`config.mk`:
```
export PLATFORM = sky130hd
export DESIGN_NAME = imu_spi_top
export DESIGN_NICKNAME = d
export VERILOG_FILES = /design/src/rtl/imu_link_pkg.sv /design/src/rtl/imu_spi_top.sv /design/src/rtl/spi_frame_tx.sv /design/src/rtl/imu_sample_latch.sv
export SDC_FILE = /design/constraint.sdc
export NUM_CORES = 1
export LEC_CHECK = 0
export ABC_AREA = 1
export BUFFER_PORTS_ARGS = -buffer_cell sky130_fd_sc_hd__buf_2
export CAP_MARGIN = 20
export CORE_UTILIZATION = 48
export CTS_CLUSTER_SIZE = 40
export DETAILED_ROUTE_END_ITERATION = 10
export PLACE_DENSITY = 0.68
export SLEW_MARGIN = 10
export SYNTH_ARGS = -nofsm -noshare
export SYNTH_HDL_FRONTEND = slang
export SYNTH_HIERARCHICAL = 1
export SYNTH_SLANG_ARGS = --single-unit
```
`constraint.sdc`:
```
create_clock -name clk -period 5.55 [get_ports clk]
set_input_delay 1.665 -clock clk [delete_from_list [all_inputs] [get_ports clk]]
set_output_delay 1.665 -clock clk [all_outputs]
set_load 0.05 [all_outputs]
```
`src/rtl/imu_link_pkg.sv`:
```
`default_nettype none

package imu_link_pkg;

    // ------------------------------------------------------------------------
    // Sensor word types
    // ------------------------------------------------------------------------

    // One gyroscope reading, x in the top bits
    typedef struct packed {
        logic signed [15:0] x;
        logic signed [15:0] y;
        logic signed [15:0] z;
    } imu_vec3_t;                                   // 48 bits

    // One orientation quaternion, w in the top bits
    typedef struct packed {
        logic signed [15:0] w;
        logic signed [15:0] x;
        logic signed [15:0] y;
        logic signed [15:0] z;
    } imu_quat_t;                                   // 64 bits

    // Latch output as seen by the SPI side
    typedef struct packed {
        imu_quat_t quat;                            // Newest quaternion
        imu_vec3_t gyro;                            // Newest gyro vector
        logic      quat_new;                        // Quat arrived since last full read
        logic      gyro_new;                        // Gyro arrived since last full read
    } imu_sample_t;                                 // 114 bits

    // ------------------------------------------------------------------------
    // Frame geometry
    // ------------------------------------------------------------------------

    // Layout, MSB first on the wire
    //   byte 0      header
    //   bytes 1-8   quat w, x, y, z, high byte first
    //   bytes 9-14  gyro x, y, z, high byte first
    //   byte 15     flags, bit 0 quat new, bit 1 gyro new
    localparam int FRAME_BYTES = 16;                // Bytes per frame
    localparam int FRAME_BITS  = FRAME_BYTES * 8;   // Width of the frozen frame

endpackage

`default_nettype wire
```
`src/rtl/imu_spi_top.sv`:
```
`timescale 1ns/100ps
`default_nettype none

// Motion sensor to MCU link over SPI
// Sample latch feeds the frame transmitter, which reports full reads back
module imu_spi_top
    import imu_link_pkg::*;
#(
    parameter logic [7:0] HEADER_BYTE = 8'hAA,  // Frame header byte
    parameter int         SYNC_STAGES = 2       // SPI pin synchronizer depth
) (
    input  logic      clk,
    input  logic      rst,
    // Sensor side
    input  logic      quat_valid,
    input  imu_quat_t quat,
    input  logic      gyro_valid,
    input  imu_vec3_t gyro,
    // SPI pins
    input  logic      cs_n,
    input  logic      sck,
    input  logic      sdi,
    output logic      sdo,
    output logic      sdo_oe
);

    // ------------------------------------------------------------------------
    // Internal links
    // ------------------------------------------------------------------------

    imu_sample_t sample;                // Latch state toward the transmitter
    logic        frame_done;            // Full read, clears the new flags

    imu_sample_latch u_latch (
        .clk        (clk),
        .rst        (rst),
        .quat_valid (quat_valid),
        .quat       (quat),
        .gyro_valid (gyro_valid),
        .gyro       (gyro),
        .frame_done (frame_done),
        .sample     (sample)
    );

    spi_frame_tx #(
        .HEADER_BYTE (HEADER_BYTE),
        .SYNC_STAGES (SYNC_STAGES)
    ) u_tx (
        .clk        (clk),
        .rst        (rst),
        .cs_n       (cs_n),
        .sck        (sck),
        .sdi        (sdi),
        .sample     (sample),
        .sdo        (sdo),
        .sdo_oe     (sdo_oe),
        .frame_done (frame_done)
    );

endmodule

`default_nettype wire

```
`src/rtl/spi_frame_tx.sv`:
```
`timescale 1ns/100ps
`default_nettype none

// Read-only SPI mode 0 slave
// Frame is rebuilt from the latch while idle and frozen at chip select fall
// One bit moves out MSB first per synchronized sck rising edge
module spi_frame_tx
    import imu_link_pkg::*;
#(
    parameter logic [7:0] HEADER_BYTE = 8'hAA,  // First byte of every frame
    parameter int         SYNC_STAGES = 2       // Synchronizer depth of 2 or 3
) (
    input  logic        clk,
    input  logic        rst,
    input  logic        cs_n,           // Raw active-low chip select
    input  logic        sck,            // Raw SPI clock
    input  logic        sdi,            // MOSI is accepted and ignored
    input  imu_sample_t sample,         // Live latch state
    output logic        sdo,            // MISO bit
    output logic        sdo_oe,         // Pad enable for MISO
    output logic        frame_done      // Pulse at the last bit of a full frame
);

    localparam int CNT_W = $clog2(FRAME_BITS);  // 7 bits for 128 positions

    // ------------------------------------------------------------------------
    // Pin synchronizers
    // ------------------------------------------------------------------------

    logic [SYNC_STAGES-1:0] cs_sync;    // cs_n chain with the oldest sample on top
    logic [SYNC_STAGES-1:0] sck_sync;   // sck chain
    logic                   sck_d;      // One flop past the chain for edge detection
    logic                   cs_s;       // Synchronized active-low chip select
    logic                   sck_s;
    logic                   sck_rise;

    // Chip select comes out of reset inactive, so sdo_oe starts low
    always_ff @(posedge clk) begin
        if (rst) begin
            cs_sync  <= '1;
            sck_sync <= '0;
            sck_d    <= 1'b0;
        end else begin
            cs_sync  <= {cs_sync[SYNC_STAGES-2:0], cs_n};
            sck_sync <= {sck_sync[SYNC_STAGES-2:0], sck};
            sck_d    <= sck_s;
        end
    end

    assign cs_s     = cs_sync[SYNC_STAGES-1];
    assign sck_s    = sck_sync[SYNC_STAGES-1];
    assign sck_rise = sck_s & ~sck_d;   // Master has just sampled the current bit

    // ------------------------------------------------------------------------
    // Frame packing
    // ------------------------------------------------------------------------

    logic [FRAME_BITS-1:0] frame_next;  // What a frame would hold right now

    // Header on top of the big-endian words and the flag byte at the bottom
    always_comb begin
        frame_next = {
            HEADER_BYTE,
            sample.quat.w,
            sample.quat.x,
            sample.quat.y,
            sample.quat.z,
            sample.gyro.x,
            sample.gyro.y,
            sample.gyro.z,
            6'b000000,
            sample.gyro_new,            // Flag bit 1
            sample.quat_new             // Flag bit 0
        };
    end

    // ------------------------------------------------------------------------
    // Shift register and bit counter
    // ------------------------------------------------------------------------

    logic [FRAME_BITS-1:0] frame_q;     // Frozen frame with the current bit on top
    logic [CNT_W-1:0]      bit_cnt;     // Bits already taken by the master
    logic                  last_bit;

    assign last_bit = (bit_cnt == CNT_W'(FRAME_BITS - 1));

    // Reloads from the latch while idle and rotates on each sck rise
    always_ff @(posedge clk) begin
        if (cs_s)
            frame_q <= frame_next;                          // Track latch while idle
        else if (sck_rise)
            frame_q <= {frame_q[FRAME_BITS-2:0], frame_q[FRAME_BITS-1]};
    end

    // Rotation above brings the header back after 128 bits in step with the wrap
    always_ff @(posedge clk) begin
        if (rst) begin
            bit_cnt    <= '0;
            frame_done <= 1'b0;
        end else begin
            frame_done <= 1'b0;
            if (cs_s) begin
                bit_cnt <= '0;                              // Restart at header MSB
            end else if (sck_rise) begin
                bit_cnt <= bit_cnt + 1'b1;                  // Wraps to 0 after bit 127
                if (last_bit)
                    frame_done <= 1'b1;                     // Whole frame delivered
            end
        end
    end

    // ------------------------------------------------------------------------
    // Outputs
    // ------------------------------------------------------------------------

    // Tri-state lives at the pad and only the enable level is made here
    assign sdo    = frame_q[FRAME_BITS-1];
    assign sdo_oe = ~cs_s;

    // sdi stays unconnected inside because the link is read only

endmodule

`default_nettype wire

```
`src/rtl/imu_sample_latch.sv`:
```
`timescale 1ns/100ps
`default_nettype none

// Holds the newest sensor words for the SPI side
// Each word has a sticky new flag, set by its strobe and cleared by a full read
module imu_sample_latch
    import imu_link_pkg::*;
(
    input  logic        clk,
    input  logic        rst,
    input  logic        quat_valid,     // One-cycle strobe for quat
    input  imu_quat_t   quat,
    input  logic        gyro_valid,     // One-cycle strobe for gyro
    input  imu_vec3_t   gyro,
    input  logic        frame_done,     // Full 16-byte frame was shifted out
    output imu_sample_t sample
);

    // ------------------------------------------------------------------------
    // Word registers
    // ------------------------------------------------------------------------

    imu_quat_t quat_q;                  // Last quaternion seen
    imu_vec3_t gyro_q;                  // Last gyro vector seen

    // Words come up as zero so the first frame is well defined
    always_ff @(posedge clk) begin
        if (rst) begin
            quat_q <= '0;
            gyro_q <= '0;
        end else begin
            if (quat_valid)
                quat_q <= quat;         // Visible one edge after the strobe
            if (gyro_valid)
                gyro_q <= gyro;
        end
    end

    // ------------------------------------------------------------------------
    // Sticky new-data flags
    // ------------------------------------------------------------------------

    logic quat_new_q;
    logic gyro_new_q;

    // A strobe beats a coinciding frame_done, so fresh data is never lost
    always_ff @(posedge clk) begin
        if (rst) begin
            quat_new_q <= 1'b0;
            gyro_new_q <= 1'b0;
        end else begin
            if (quat_valid)
                quat_new_q <= 1'b1;
            else if (frame_done)
                quat_new_q <= 1'b0;     // MCU has read it

            if (gyro_valid)
                gyro_new_q <= 1'b1;
            else if (frame_done)
                gyro_new_q <= 1'b0;
        end
    end

    // ------------------------------------------------------------------------
    // Output bundle
    // ------------------------------------------------------------------------

    always_comb begin
        sample.quat     = quat_q;
        sample.gyro     = gyro_q;
        sample.quat_new = quat_new_q;
        sample.gyro_new = gyro_new_q;
    end

endmodule

`default_nettype wire

```
==> results.json <==
{
  "netlist-cell-type-count": 29,
  "globalRouteMet3Util": 0.0284,
  "hold_class": "reg -> reg",
  "seq_area_frac_synth": 0.615,
  "grt.busiest_layer": "met2",
  "combPwrFrac": 0.063,
  "drtAntennaViolNets": 0,
  "grt_setup_unrepaired": "no",
  "nets": 1317,
  "nFillCells": 1901,
  "synth_fa_ha_area_frac": 0.00123,
  "regArea_sq_um": 6250,
  "port_buffers": 119,
  "cts.repair.resized": 0,
  "postRouteWirelength_um": 20400,
  "fin_crit_ns": 3.55,
  "drive_above_1_share": 0.150,
  "cp_top_family": "flip-flops",
  "clk_path_buf_depth": 3,
  "cp_max_fo": 56,
  "finClkSkew_ns": 0.00912,
  "synthMuxAreaShare": 0,
  "holdBufCountCts": 0,
  "ys_warn_count": 6,
  "htree_levels": 1,
  "critPathArrivalTime_ns": 1.88,
  "netlist_area_sq_um": 10200,
  "cp.required_ns": 3.88,
  "vdd_ir_drop_max_mv": 0.203,
  "wl_per_cell_um": 13.7,
  "grt_pass1_wl_um": 34200,
  "finalMaxSlewViolations": 0,
  "pin_count": 121,
  "antennaDiodeCount": 0,
  "crit_chain": "inv_4 > buf_2",
  "core_sq_um": 20500,
  "critPathBufInv": 2,
  "synth_top_family_by_area": "simple AND/OR/NAND/NOR gates",
  "worstMarginPinSlew_ns": 1.10,
  "synthCells": 1122,
  "cts_made_buffers": 27,
  "postSynthAreaPerCell_sq_um": 9.06,
  "root_buffer": "clkbuf_16",
  "powerDensity_nw_per_um2": 365,
  "max_stage_delay_ns": 0.74,
  "intPower_mw": 3.26,
  "finalPower_mw": 4.18,
  "grt-ovfl-total": 0,
  "p_sw_mw": 0.919,
  "synthXorXnorAreaFrac": 0,
  "finalHoldViolCount": 0,
  "reg2reg_slack_ns": 2.68,
  "final.setup.tns_ns": 0,
  "first_pass_iters": 4,
  "ys_ff_latch": 255,
  "drc_errors": 0,
  "start_util": 0.496,
  "status": "complete, no violations",
  "cap_violations": 0,
  "grt_pass1_vias": 6933,
  "syn_nets": 1242,
  "p_sw_frac": 0.220,
  "use_met2": 0.308,
  "clock_sinks": 255,
  "vias": 7480,
  "die_area_sq_um": 21800,
  "die_x_um": 148,
  "use_met1": 0.268,
  "viasPerCell": 5.03,
  "cts_setup_buffers": 0,
  "fmax_mhz": 282,
  "slew-limit-headroom": 0.269,
  "synthToLayoutAreaGrowth_pct": 12.7,
  "period_share": 0.639,
  "clk_pin_slew_ns": 0.06,
  "antenna_found_initial": 0,
  "clkPwrFrac": 0.420,
  "multi_input_area_sq_um": 3280,
  "synth-simple-area-share": 0.202,
  "drt_iter0_drc": 575,
  "setup_violations": 0,
  "rows": 52,
  "worstSetupPathType": "reg -> out",
  "die_h_um": 148,
  "grt.total_usage": 0.190,
  "seq_power_share": 0.517,
  "crit_slowest_cell": "dfxtp_4",
  "clkLatencyLatePin_ns": 0.52,
  "cp-end-kind": "output port",
  "routabilityCongestion": 0.708,
  "cts_tree": "built",
  "grt_max_degree": 95,
  "dp_hpwl_um": 11200,
  "start_kind": "flip-flop",
  "p_leak_nw": 4.57,
  "synth_compound_area_frac": 0.119
}
[worst register-to-register path, delay by kind of cell, from the launching register on]
kind          cells  cell delay [ns]
simple gates      1             0.84
buf+inv           2             0.89
flops             1             0.74
[cell usage in the layout (no fill, tap or decap), drive strengths merged]
master | netlist | layout
a21oi | 3 | 3
buf | 54 | 126
bufinv | 0 | 3
clkbuf | 26 | 36
clkinv | 0 | 9
dfxtp | 141 | 141
edfxtp | 114 | 114
ha | 1 | 1
inv | 16 | 16
nand2 | 253 | 253
nand3 | 7 | 7
nor2 | 265 | 265
nor3 | 1 | 1
nor3b | 1 | 1
o21ai | 238 | 238
or2 | 2 | 2
[power by group through the flow]
stage / Sequential [mW] / Combinational (mW) / Clock (mW)
finish: 2.16 / 0.264 / 1.76
global route: 2.18 / 0.304 / 1.87
CTS: 2.16 / 0.268 / 1.80
detailed placement: 2.20 / 0.264 / 0
global placement: 2.20 / 0.260 / 0
floorplan: 2.19 / 0.200 / 0
[final cells by class]
class | count | area share
tap | 270 | 0.0295
clock buffer | 36 | 0.0637
timing repair buffer | 126 | 0.0566
clock inverter | 12 | 0.0115
multi-input combinational | 771 | 0.287
sequential | 255 | 0.546
inverter | 16 | 0.00612
[per-layer routing]
layer | routed length, um | share of wire | up-vias
met5 | 0 | 0 | -
met4 | 410 | 0.020 | 0
met3 | 993 | 0.049 | 24
met2 | 9090 | 0.45 | 191
met1 | 9880 | 0.48 | 3439
li1 | - | - | 3826
[kinds of logic after synthesis]
| family | after synthesis |
|---|---|
| flip-flops | 255 |
| AO/OA/AOI/OAI | 241 |
| AND/OR/NAND/NOR | 529 |
| buffers and inverters | 96 |
| adder cells (fa/ha/maj) | 1 |
[final timing paths]
check                         from          endpoint  cells past startpoint
setup reg to reg   u_tx/cs_sync[1]  u_tx/frame_q[94]                      3
hold reg to reg   u_tx/sck_sync[0]  u_tx/sck_sync[1]                      2
hold / removal    u_tx/sck_sync[0]  u_tx/sck_sync[1]                      2
setup / recovery   u_tx/cs_sync[1]            sdo_oe                      2
[metrics by stage]
step,setup WS [ns],instance area (sq um),util,instances,hold WS (ns)
2_1_floorplan,1.76,10200,-,1122,0.388
3_3_place_gp,2.13,10600,0.517,1438,0.395
3_5_place_dp,2.08,10600,0.517,1438,0.394
4_1_cts,1.93,11400,0.559,1486,0.404
5_1_grt,1.84,11400,0.559,1486,0.420
6_report,2.00,11400,0.559,1486,0.401
[registers in the layout, indices dropped and copies added (netlist names)]
name and cells:
u_latch/sample 112, u_tx/sck_d 1, u_tx/bit_cnt 7, u_tx/frame_q 128, u_latch/gyro_new_q 1, u_tx/cs_sync 2
u_tx/sck_sync 2, u_latch/quat_new_q 1, u_tx/frame_done 1
[synthesized netlist by cell type]
| library cell | instances | area share |
|---|---|---|
| inv_4 | 1 | 0.00062 |
| a21oi_1 | 2 | 0.00099 |
| inv_1 | 11 | 0.0041 |
| nand3_2 | 1 | 0.00099 |
| nand2_1 | 251 | 0.093 |
| buf_8 | 1 | 0.0015 |
| clkbuf_1 | 23 | 0.0085 |
| buf_2 | 22 | 0.011 |
| a21oi_2 | 1 | 0.00086 |
| nor3_4 | 1 | 0.0016 |
| dfxtp_1 | 141 | 0.28 |
| nor3b_2 | 1 | 0.0012 |
| buf_12 | 2 | 0.0039 |
| inv_8 | 1 | 0.0011 |
| nor2_2 | 1 | 0.00062 |
| nor2_1 | 262 | 0.097 |
| buf_4 | 6 | 0.0044 |
| ha_1 | 1 | 0.0012 |
| nand3_1 | 6 | 0.0030 |
| inv_2 | 3 | 0.0011 |
| buf_6 | 23 | 0.025 |
| o21ai_1 | 105 | 0.052 |
| clkbuf_2 | 3 | 0.0015 |
| o21ai_0 | 133 | 0.066 |
| nand2_2 | 1 | 0.00062 |
| nor2_4 | 2 | 0.0022 |
| or2_2 | 2 | 0.0012 |
| edfxtp_1 | 114 | 0.34 |
| nand2_4 | 1 | 0.0011 |
(Power assumes the default switching activity.)
